--- src/hw/uart_dbg_defines.svh ---
//////////////////////////////////////////////////////////////////////
// Build-time constants of the UART debug server: bit timing, memory
// size and the protocol bytes exchanged with the host. Included by
// the package and by every module that needs one of these values.
//////////////////////////////////////////////////////////////////////

`ifndef UART_DBG_DEFINES_SVH
`define UART_DBG_DEFINES_SVH

// Clock cycles per bit period, kept a power of two
`define UART_DBG_CLKS_PER_BIT 8

// Byte memory size
`define UART_DBG_MEM_DEPTH 256

// Protocol bytes
`define UART_DBG_CMD_READ  8'h11
`define UART_DBG_CMD_WRITE 8'h12
`define UART_DBG_ACK       8'h06
`define UART_DBG_EOT       8'h04

`endif

--- src/hw/uart_dbg_pkg.sv ---
//////////////////////////////////////////////////////////////////////
// Shared types of the UART debug server. Modules use scoped names in
// their port lists and a wildcard import inside the body.
//////////////////////////////////////////////////////////////////////

`include "uart_dbg_defines.svh"

package uart_dbg_pkg;

  // One byte on the line or in memory
  typedef logic [7:0] byte_t;

  // Memory index, wraps at the memory depth
  typedef logic [$clog2(`UART_DBG_MEM_DEPTH)-1:0] mem_addr_t;

  // Data byte count of one exchange
  typedef logic [15:0] xfer_len_t;

  // Position inside an 8-byte address or length field
  typedef logic [2:0] field_idx_t;

  // Command engine FSM
  typedef enum logic [2:0] {
    IDLE, ADDR, LEN, SEND_ACK, WR_DATA, RD_FETCH, RD_SEND, SEND_EOT
  } engine_state_e;

endpackage

--- src/hw/uart_dbg_rx.sv ---
//////////////////////////////////////////////////////////////////////
// 8N1 UART receiver. Samples each bit in the middle of its period and
// pulses rx_valid_o for one cycle when a frame with a good stop bit
// has arrived. The byte is held on rx_byte_o until the next frame.
//////////////////////////////////////////////////////////////////////

`include "uart_dbg_defines.svh"

module uart_dbg_rx (
  input  logic                clk,
  input  logic                arst_n_i,
  input  logic                rx_i,
  output logic                rx_valid_o,
  output uart_dbg_pkg::byte_t rx_byte_o
);

  import uart_dbg_pkg::*;

  localparam int unsigned clks_per_bit = `UART_DBG_CLKS_PER_BIT;
  localparam int unsigned cnt_w        = $clog2(clks_per_bit);

  logic [1:0]       sync_q;
  logic             rx_prev_q;
  logic             busy_q;
  logic [cnt_w-1:0] cyc_cnt_q;
  // 0 is the start bit, 1 to 8 data, 9 stop
  logic [3:0]       bit_idx_q;
  byte_t            shift_q;
  logic             rx_sync;
  logic             sample;

  assign rx_sync = sync_q[1];
  assign sample  = busy_q && (cyc_cnt_q == '0);

  always_ff @(posedge clk or negedge arst_n_i) begin
    if (!arst_n_i) begin
      sync_q    <= 2'b11;
      rx_prev_q <= 1'b1;
      busy_q    <= 1'b0;
      cyc_cnt_q <= '0;
      bit_idx_q <= '0;
    end else begin
      sync_q    <= {sync_q[0], rx_i};
      rx_prev_q <= rx_sync;
      if (!busy_q) begin
        // Falling edge starts a frame, first sample half a bit later
        if (rx_prev_q && !rx_sync) begin
          busy_q    <= 1'b1;
          cyc_cnt_q <= cnt_w'(clks_per_bit / 2 - 1);
          bit_idx_q <= '0;
        end
      end else if (sample) begin
        cyc_cnt_q <= cnt_w'(clks_per_bit - 1);
        bit_idx_q <= bit_idx_q + 4'd1;
        // False start or end of frame
        if ((bit_idx_q == 4'd0 && rx_sync) || bit_idx_q == 4'd9) begin
          busy_q <= 1'b0;
        end
      end else begin
        cyc_cnt_q <= cyc_cnt_q - cnt_w'(1);
      end
    end
  end

  // Data bits arrive LSB first
  always_ff @(posedge clk) begin
    if (sample && bit_idx_q >= 4'd1 && bit_idx_q <= 4'd8) begin
      shift_q <= {rx_sync, shift_q[7:1]};
    end
  end

  assign rx_valid_o = sample && (bit_idx_q == 4'd9) && rx_sync;
  assign rx_byte_o  = shift_q;

endmodule

--- src/hw/uart_dbg_tx.sv ---
//////////////////////////////////////////////////////////////////////
// 8N1 UART transmitter. Takes one byte per valid/ready handshake and
// starts the frame in the next cycle. Ready is only high while the
// line is idle, so a frame is never interrupted.
//////////////////////////////////////////////////////////////////////

`include "uart_dbg_defines.svh"

module uart_dbg_tx (
  input  logic                clk,
  input  logic                arst_n_i,
  input  logic                tx_valid_i,
  input  uart_dbg_pkg::byte_t tx_byte_i,
  output logic                tx_ready_o,
  output logic                tx_o
);

  localparam int unsigned clks_per_bit = `UART_DBG_CLKS_PER_BIT;
  localparam int unsigned cnt_w        = $clog2(clks_per_bit);

  logic             busy_q;
  logic [cnt_w-1:0] cyc_cnt_q;
  logic [3:0]       bit_idx_q;
  // Stop, data and start bit, shifted out from bit 0
  logic [9:0]       frame_q;

  always_ff @(posedge clk or negedge arst_n_i) begin
    if (!arst_n_i) begin
      busy_q    <= 1'b0;
      cyc_cnt_q <= '0;
      bit_idx_q <= '0;
      frame_q   <= '1;
    end else if (!busy_q) begin
      if (tx_valid_i) begin
        busy_q    <= 1'b1;
        cyc_cnt_q <= cnt_w'(clks_per_bit - 1);
        bit_idx_q <= '0;
        frame_q   <= {1'b1, tx_byte_i, 1'b0};
      end
    end else if (cyc_cnt_q == '0) begin
      // Next bit, shifting in idle level behind the frame
      cyc_cnt_q <= cnt_w'(clks_per_bit - 1);
      bit_idx_q <= bit_idx_q + 4'd1;
      frame_q   <= {1'b1, frame_q[9:1]};
      if (bit_idx_q == 4'd9) begin
        busy_q <= 1'b0;
      end
    end else begin
      cyc_cnt_q <= cyc_cnt_q - cnt_w'(1);
    end
  end

  assign tx_ready_o = !busy_q;
  assign tx_o       = frame_q[0];

endmodule

--- src/hw/uart_dbg_engine.sv ---
//////////////////////////////////////////////////////////////////////
// Command engine of the UART debug server. Parses ACK challenges and
// read/write commands from the receiver, owns the byte memory and
// sequences the reply bytes towards the transmitter.
//////////////////////////////////////////////////////////////////////

`include "uart_dbg_defines.svh"

module uart_dbg_engine (
  input  logic                clk,
  input  logic                arst_n_i,
  input  logic                rx_valid_i,
  input  uart_dbg_pkg::byte_t rx_byte_i,
  output logic                tx_valid_o,
  output uart_dbg_pkg::byte_t tx_byte_o,
  input  logic                tx_ready_i
);

  import uart_dbg_pkg::*;

  engine_state_e state_q;
  field_idx_t    idx_q;
  mem_addr_t     addr_q;
  xfer_len_t     len_q;
  // Set for read/write, clear for a bare ACK challenge
  logic          cmd_q;
  logic          is_read_q;
  byte_t         rd_data_q;
  byte_t         mem_q [`UART_DBG_MEM_DEPTH];
  logic          tx_fire;
  logic          last_byte;

  assign tx_fire   = tx_valid_o && tx_ready_i;
  assign last_byte = (len_q == xfer_len_t'(1));

  //////////////////////////////////////////////////////////////////////
  // Control FSM
  //////////////////////////////////////////////////////////////////////

  always_ff @(posedge clk or negedge arst_n_i) begin
    if (!arst_n_i) begin
      state_q   <= IDLE;
      idx_q     <= '0;
      addr_q    <= '0;
      len_q     <= '0;
      cmd_q     <= 1'b0;
      is_read_q <= 1'b0;
    end else begin
      case (state_q)
        IDLE: begin
          if (rx_valid_i) begin
            idx_q <= '0;
            if (rx_byte_i == `UART_DBG_CMD_READ || rx_byte_i == `UART_DBG_CMD_WRITE) begin
              state_q   <= ADDR;
              cmd_q     <= 1'b1;
              is_read_q <= (rx_byte_i == `UART_DBG_CMD_READ);
            end else if (rx_byte_i == `UART_DBG_ACK) begin
              state_q <= SEND_ACK;
              cmd_q   <= 1'b0;
            end
          end
        end
        ADDR: begin
          if (rx_valid_i) begin
            // Only the lowest byte reaches the memory index
            if (idx_q == field_idx_t'(0)) begin
              addr_q <= mem_addr_t'(rx_byte_i);
            end
            idx_q <= idx_q + field_idx_t'(1);
            if (idx_q == field_idx_t'(7)) begin
              state_q <= LEN;
            end
          end
        end
        LEN: begin
          if (rx_valid_i) begin
            if (idx_q == field_idx_t'(0)) begin
              len_q[7:0] <= rx_byte_i;
            end else if (idx_q == field_idx_t'(1)) begin
              len_q[15:8] <= rx_byte_i;
            end
            idx_q <= idx_q + field_idx_t'(1);
            if (idx_q == field_idx_t'(7)) begin
              state_q <= SEND_ACK;
            end
          end
        end
        SEND_ACK: begin
          if (tx_fire) begin
            if (!cmd_q) begin
              state_q <= IDLE;
            end else if (len_q == '0) begin
              state_q <= SEND_EOT;
            end else if (is_read_q) begin
              state_q <= RD_FETCH;
            end else begin
              state_q <= WR_DATA;
            end
          end
        end
        WR_DATA: begin
          if (rx_valid_i) begin
            addr_q <= addr_q + mem_addr_t'(1);
            len_q  <= len_q - xfer_len_t'(1);
            if (last_byte) begin
              state_q <= SEND_EOT;
            end
          end
        end
        RD_FETCH: begin
          state_q <= RD_SEND;
        end
        RD_SEND: begin
          if (tx_fire) begin
            addr_q  <= addr_q + mem_addr_t'(1);
            len_q   <= len_q - xfer_len_t'(1);
            state_q <= last_byte ? SEND_EOT : RD_FETCH;
          end
        end
        SEND_EOT: begin
          if (tx_fire) begin
            state_q <= IDLE;
          end
        end
        default: state_q <= IDLE;
      endcase
    end
  end

  //////////////////////////////////////////////////////////////////////
  // Byte memory
  //////////////////////////////////////////////////////////////////////

  always_ff @(posedge clk) begin
    if (state_q == WR_DATA && rx_valid_i) begin
      mem_q[addr_q] <= rx_byte_i;
    end
    // Registered read, held through RD_SEND
    if (state_q == RD_FETCH) begin
      rd_data_q <= mem_q[addr_q];
    end
  end

  // Reply byte follows the state directly
  assign tx_valid_o = (state_q == SEND_ACK) || (state_q == RD_SEND) || (state_q == SEND_EOT);

  always_comb begin
    case (state_q)
      SEND_ACK: tx_byte_o = `UART_DBG_ACK;
      SEND_EOT: tx_byte_o = `UART_DBG_EOT;
      default:  tx_byte_o = rd_data_q;
    endcase
  end

endmodule

--- src/hw/uart_dbg_top.sv ---
//////////////////////////////////////////////////////////////////////
// Top level of the UART debug server. Connects the serial receiver,
// the command engine and the serial transmitter.
//////////////////////////////////////////////////////////////////////

module uart_dbg_top (
  input  logic clk,
  input  logic arst_n_i,
  input  logic uart_rx_i,
  output logic uart_tx_o
);

  import uart_dbg_pkg::*;

  // Receiver to engine, strobe only
  logic  rx_valid;
  byte_t rx_byte;

  // Engine to transmitter handshake
  logic  tx_valid;
  byte_t tx_byte;
  logic  tx_ready;

  uart_dbg_rx u_rx (
    .clk        ( clk       ),
    .arst_n_i   ( arst_n_i  ),
    .rx_i       ( uart_rx_i ),
    .rx_valid_o ( rx_valid  ),
    .rx_byte_o  ( rx_byte   )
  );

  uart_dbg_engine u_engine (
    .clk        ( clk      ),
    .arst_n_i   ( arst_n_i ),
    .rx_valid_i ( rx_valid ),
    .rx_byte_i  ( rx_byte  ),
    .tx_valid_o ( tx_valid ),
    .tx_byte_o  ( tx_byte  ),
    .tx_ready_i ( tx_ready )
  );

  uart_dbg_tx u_tx (
    .clk        ( clk       ),
    .arst_n_i   ( arst_n_i  ),
    .tx_valid_i ( tx_valid  ),
    .tx_byte_i  ( tx_byte   ),
    .tx_ready_o ( tx_ready  ),
    .tx_o       ( uart_tx_o )
  );

endmodule

--- config.mk ---
export PLATFORM = sky130hd
export DESIGN_NAME = uart_dbg_top
export DESIGN_NICKNAME = d
export VERILOG_FILES = /design/src/hw/uart_dbg_pkg.sv /design/src/hw/uart_dbg_rx.sv /design/src/hw/uart_dbg_tx.sv /design/src/hw/uart_dbg_engine.sv /design/src/hw/uart_dbg_top.sv
export VERILOG_INCLUDE_DIRS = /design/src /design/src/hw
export SDC_FILE = /design/constraint.sdc
export NUM_CORES = 2
export LEC_CHECK = 0
export BUFFER_PORTS_ARGS = -buffer_cell sky130_fd_sc_hd__clkbuf_2
export CAP_MARGIN = 20
export CORE_UTILIZATION = 57
export CTS_CLUSTER_SIZE = 40
export DETAILED_ROUTE_END_ITERATION = 12
export PLACE_DENSITY_LB_ADDON = 0.25
export SETUP_SLACK_MARGIN = 0.3
export SLEW_MARGIN = 20
export SYNTH_ARGS = -nofsm -noshare
export SYNTH_HDL_FRONTEND = slang
export SYNTH_SLANG_ARGS = --single-unit
--- constraint.sdc ---
create_clock -name clk -period 15.7 [get_ports clk]
set_clock_uncertainty 0.1 [all_clocks]
set_input_delay 1.57 -clock clk [delete_from_list [all_inputs] [get_ports clk]]
set_output_delay 1.57 -clock clk [all_outputs]
set_load 0.03 [all_outputs]
# Word level (Yosys, flattened, before mapping)
# Memories as Yosys holds them, arrays and structs flattened. A register that Yosys moved wholly into a read port is not among the register bits.
# Cells that the tools add are included.
# classes
div_mod_pow,0
n_addsub,7
n_lt_le_gt_ge,2
n_reduce_logical,37
multipliers,0
n_eq_ne,33
shifts,0
bitwise,0
muxes,59
# op_table
op,count
3-bit 2-to-1 mux,22
16-bit 2-to-1 mux,3
8-bit 2-to-1 mux,6
16-bit case mux with 3 select lines,1
10-bit 2-to-1 mux,3
2-bit by 1-bit inequality test with 1-bit output (second input constant),14
4-bit 2-to-1 mux,6
3-bit case mux with 8 select lines,1
8-bit case mux with 3 select lines,1
16-bit by 1-bit equality test with 1-bit output (second input constant),1
8-bit by 5-bit equality test with 1-bit output (second input constant),2
16-bit zero test,1
8-bit case mux with 2 select lines,1
16-bit by 1-bit subtractor with 16-bit output (second input constant),1
3-bit equality test (second input constant),5
1-bit 2-to-1 mux,13
3-bit zero test,4
11-bit AND reduction,1
5-bit AND reduction,2
1-bit logical AND,9
3-bit AND reduction,3
4-bit by 1-bit adder with 4-bit output (second input constant),2
8-bit by 1-bit adder with 8-bit output (second input constant),1
4-bit equality test (second input constant),2
19 further kinds,33
# word_totals
output_inout_bits,1
input_bits,3
latch_bits,0
memories,1
ram_bits,2048
mem_bits_ro,0
register_bits,69
# mem_list
name,words,width,rd,rd_ports_with_merged_regs,wr,line,text
u_engine.mem_q,256,8,1,1,1,uart_dbg_engine.sv:29,byte_t mem_q [`UART_DBG_MEM_DEPTH];

# Depth between registers and ports, before layout
# logic_depth
depth_word,7
depth_mapped,10
ltp_nobuf,8

# By module
# From an unflattened synthesis, not the netlist that was laid out.
# unflattened
cells_unflattened,3935
area_unflattened_um2,82380.3
# by_module_without_submodules
module,area_per_inst_um2,cells_per_inst,instances
uart_dbg_engine,80632.3,3799,1
uart_dbg_tx,932.1,75,1
uart_dbg_rx,815.8,61,1

# Worst setup path after synthesis
# Ideal clock, no wire load.
# synth_timing
kind,register -> register
startpoint,"register u_rx.shift_q[4], in the netlist u_rx.rx_byte_o[4]"
endpoint,register u_engine.state_q[2]
t_arrival_ps,4744
setup_ps,125
n_path_buf,0
slack_ps,10732
period_less_slack_ps,4968
path_stages_with_launch,7
cell_sequence,edfxtp_1 nor4bb_1 a31oi_1 o31ai_1 nand4_1 nor2_1 mux2_2
# synth_between
elab_chain_cells,5
word_cells_on_any_way,9
# synth_lines
element,line,text
start: declaration,uart_dbg_rx.sv:28,byte_t shift_q;
start signal: assignment,uart_dbg_rx.sv:68,"shift_q <= {rx_sync, shift_q[7:1]};"
8-bit by 5-bit equality test with 1-bit output (no line),--,
1-bit logical OR (no line),--,
3-bit 2-to-1 mux,uart_dbg_engine.sv:53,if (rx_byte_i == `UART_DBG_CMD_READ || rx_byte_i == `UART_DBG_CMD_WRITE) begin
3-bit 2-to-1 mux,uart_dbg_engine.sv:51,if (rx_valid_i) begin
3-bit case mux with 8 select lines,uart_dbg_engine.sv:49,case (state_q)
end signal: assignment,uart_dbg_engine.sv:117,state_q <= last_byte ? SEND_EOT : RD_FETCH;
end: declaration,uart_dbg_engine.sv:21,engine_state_e state_q;
# Several ways; a longest one is shown, not always the timed one. The select of a mux whose other input is x is not followed.
# A chain may end at the register's enable or synchronous reset.

==> results.md <==
Outcome:
- The run finished with clean final reports.

Layout:
- At the end of the flow, the number of nets in the layout was 4,003.
- In the layout the commonest cells are edfxtp_1, mux4_2, nor2_1.
- The library cell used most frequently in the layout, excluding fill and tap cells, is edfxtp_1.
- From synthesis to final layout, the design area changed by 10.45%.
- The fill cell total of the finished layout is 9,386.
- The multi-input combinational cells in the finished layout cover a total of 17,800 sq um.
- The area occupied by registers is 63,500 sq um.
- The proportion of layout cells with a drive suffix above 1 is 22.43%.

Worst setup path:
- For the worst setup path, the data required time is 16,120 ps.
- The startpoint of the worst setup timing path is u_engine.addr_q[1]$_DFFE_PN0P_.
- By startpoint and endpoint, the worst setup path is classified as reg -> reg.
- Along the worst path, the maximum fanout reaches 134.
- The capture instance of the worst register-to-register path is u_engine.rd_data_q[3]$_DFFE_PN_.
- Counting cells, the worst reg-to-reg path comes to 8.
- The kind of end point of the critical path is a flop.
- For the worst setup path, the data arrival time is 6190 ps.
- The end of the critical path is u_engine.rd_data_q[3]$_DFFE_PN_.
- The element type at the critical path start is a flop.
- The setup check on the worst reg-to-reg path leaves a slack of 9930 ps.
- In this run the critical register-to-register path is launched from u_engine.addr_q[1]$_DFFE_PN0P_.

Power and ir drop:
- IR analysis of the VDD net gives a maximum drop of 0.0001104 V.
- The switching share of power is 20.58%.
- The share of total power dissipated in combinational logic is 2.9%.
- The leakage component of the power is 27.29 nW.
- In this run, flip-flops and latches consume 55.4% of the power.
- The share of power burned in the clock network is 41.7%.
- Internal power comes to 9.187 mW.
- The total net switching power is 2.380 mW.
- The total power density per cell area is 127.1 nW/um^2.

Routing:
- The final route contains 40,300 vias.
- After detailed routing, the number of vias per cell comes to 6.662.
- The initial detailed-routing violation count is 5,385.
- Dividing the detail-routed wire length by the instance count gives 31.51 um.
- The routed design has 190.6 mm of wire.
- The number of search-and-repair iterations in the first detailed-routing pass is 5.
- After detailed routing, the number of remaining DRC violations is 0.
- The post-detailed-route count of antenna-violating nets is 0.

Synth:
- The leading register cell type out of synthesis is edfxtp_1.
- The number of cells produced by synthesis is 3,948.
- The flip-flop and latch count after synthesis is 2,124.
- For this run, asynchronously set or reset flops after synthesis account for 2.825%.
- In this run the cell area of the synthesized design comes to 82,390 sq um.
- Synthesis produced a netlist with a net count of 3,971.
- Summing the sequential cell areas from Yosys gives 77.07% of the chip area.
- The average instance in the mapped netlist occupies 20.87 sq um.
- The number of warnings reported in the yosys synthesis log is 0.
- After synthesis, the cell types taking the most area are edfxtp_1, mux4_2, a22oi_1, dfrtp_1, nor2_1.
- The cell type with the highest aggregate area in the netlist is edfxtp_1.
- The portion of synthesized cell area occupied by the leading cell type is 75.23%.
- The number of flops mapped to enable cells by yosys is 2,064.
- The count of different cell masters after synthesis is 59.

Timing:
- For the final routed database, the setup TNS stands at 0 ps.
- Setup violations remaining at the end of the flow were counted as 0.
- The number of hold-slack violations in the final timing report came to 0.
- The post-route fraction of the period consumed by the critical path is 36.73%.
- The max-slew violation count was 0.
- The minimum clock period after layout is 5767 ps.
- At the pin with the least slew margin, the transition time is 1211 ps.
- The maximum clock frequency is 173.4 MHz.
- The relative slew slack is 18.23%.
- Setup repair after global routing left no endpoint under its margin.
- In the post-route analysis, the smallest setup slack over all paths is 9933 ps.

Global routing:
- The remaining global-route overflow is 0.
- The first global-routing pass estimated 276.6 mm of wire.
- The largest net degree at the start of global routing is 186.
- The initial antenna violation count is 5.
- The number of global-route vias before repair is 39,970.
- Global routing consumed, over all layers together, 26.36% of the routing resources.

Clock tree:
- Once the clock tree was built, the resizer swapped 0 gates to a different size.
- The clock transition time at the flip-flop clock pins of the worst setup and hold paths is 60 ps.
- TritonCTS built the clock tree.
- Clock latency on the worst-skew pair, taken at its later pin, is 830 ps.
- The clock buffer count from CTS is 200.
- The number of clock sinks is 2,124.
- The H-tree generated during clock tree synthesis spans 4 levels.
- Buffers added to address setup during post-CTS repair amount to 0.
- The clock tree root buffer cell is clkbuf_16.
- Counting along the longest clock path gives a buffer depth of 3.
- The number of buffers added to fix hold violations after cts is 0.

Placed design:
- The placement-stage worst setup slack is 9985 ps.
- Routability-driven placement finished with a final weighted congestion of 0.8395.
- The half-perimeter wire length after placement is 108.4 mm.
- Port buffering added 3 buffers.

Floorplan:
- Measured along the x axis, the die boundary spans 382.2 um.
- The die covers 146,100 sq um.
- The effective utilization at floorplan is 57.42%.
- The total number of placement rows is 139.
- The overall die height is 382.2 um.
- After floorplanning, the core was sized to cover 143,500 sq um.
- The I/O pin total is 4.

Worst hold path:
- The class of the tightest hold or removal check is reg -> reg.
- Counting instances, the worst hold path has a depth of 0.

Flow run:
- The count of max-cap constraint violations is 0.
sequential cells by signal, summed over array words and instances, names as in the netlist:
name                cells
u_tx.busy_q             1
u_rx.cyc_cnt_q          3
u_rx.sync_q             2
u_engine.mem_q       2048
u_engine.addr_q         8
u_engine.state_q        3
u_tx.bit_idx_q          4
u_rx.rx_prev_q          1
u_engine.rd_data_q      8
u_rx.busy_q             1
u_engine.cmd_q          1
u_tx.frame_q            9
u_rx.bit_idx_q          4
u_engine.len_q         16
u_tx.cyc_cnt_q          3
u_engine.idx_q          3
u_engine.is_read_q      1
u_rx.rx_byte_o          8
how the worst min path moves through the flow:
stage | startpoint | to | slack [ps]
2_1_floorplan | u_rx.sync_q[0]$_DFF_PN1_ | u_rx.sync_q[1]$_DFF_PN1_ | 250
3_3_place_gp | u_rx.sync_q[0]$_DFF_PN1_ | u_rx.sync_q[1]$_DFF_PN1_ | 250
3_5_place_dp | u_rx.sync_q[0]$_DFF_PN1_ | u_rx.sync_q[1]$_DFF_PN1_ | 260
4_1_cts | u_rx.sync_q[0]$_DFF_PN1_ | u_rx.sync_q[1]$_DFF_PN1_ | 260
5_1_grt | u_rx.sync_q[0]$_DFF_PN1_ | u_rx.sync_q[1]$_DFF_PN1_ | 270
6_report | u_rx.sync_q[0]$_DFF_PN1_ | u_rx.sync_q[1]$_DFF_PN1_ | 260
layout make-up:
cell class                 instances  area share (%)
clock inverter                   115           1.354
clock buffer                     253           5.831
sequential                      2124           69.79
antenna                            1        0.002750
multi-input combinational       1559           19.56
inverter                          20         0.08250
tap                             1903           2.617
timing repair buffer              75          0.7700
routing by layer:
layer  track usage, %  vias to the layer above  wire, um
met5                0                        -        46
met4            9.496                        8      6533
met3            6.079                      340     19050
met2            39.24                     2094     89460
met1            38.78                    21260     75540
li1                 -                    16600         -
power groups by stage:
| stage | clock (mW) | combinational, mW | sequential, mW |
|---|---|---|---|
| global route | 5.07 | 0.374 | 6.41 |
| CTS | 4.86 | 0.340 | 6.41 |
| floorplan | 0 | 0.126 | 6.62 |
| detailed placement | 0 | 0.341 | 6.53 |
| global placement | 0 | 0.325 | 6.52 |
| finish | 4.82 | 0.341 | 6.41 |
cells by family after synthesis:
group	after synthesis	share of synthesized area, %
buf+inv	265	1.481
xor+xnor	4	0.04253
mux	516	14.05
simple gates	470	2.412
flops	2124	77.07
compound gates	549	4.643
fa+ha+maj	20	0.3037
worst max-delay path, stage by stage, from the launching register on:
cell and delay, ps:
dfrtp_4 750, buf_12 620, buf_4 880, buf_4 880
mux4_2 420, a22oi_1 280, a21oi_1 140, o41ai_1 1060
nand4_1 160
cell usage after synthesis, types with 13 or more instances:
| master | n |
|---|---|
| nand2b_1 | 13 |
| nor2_1 | 319 |
| inv_1 | 20 |
| buf_4 | 18 |
| buf_1 | 20 |
| buf_2 | 48 |
| dfrtp_1 | 48 |
| a21oi_1 | 161 |
| buf_6 | 13 |
| nor3_1 | 15 |
| mux4_2 | 512 |
| edfxtp_1 | 2064 |
| o41ai_2 | 16 |
| a22oi_1 | 263 |
| o41ai_1 | 17 |
| ha_1 | 20 |
| clkbuf_1 | 146 |
| nand4_1 | 14 |
| nand2_1 | 53 |
| o21ai_0 | 29 |
| nand3_1 | 24 |
per-stage QoR:
step	hold slack, ps	instance area [sq um]	power (mW)	utilization, %	instances
CTS	264.6	90960	11.60	63.40	6048
global placement	249.1	84400	6.848	58.83	5679
detailed placement	257.3	84420	6.866	58.84	5680
finish	262.8	91000	11.57	63.42	6050
floorplan	245.2	82390	6.747	-	3948
global route	265.8	91000	11.85	63.42	6049
(Power assumes the default switching activity.)
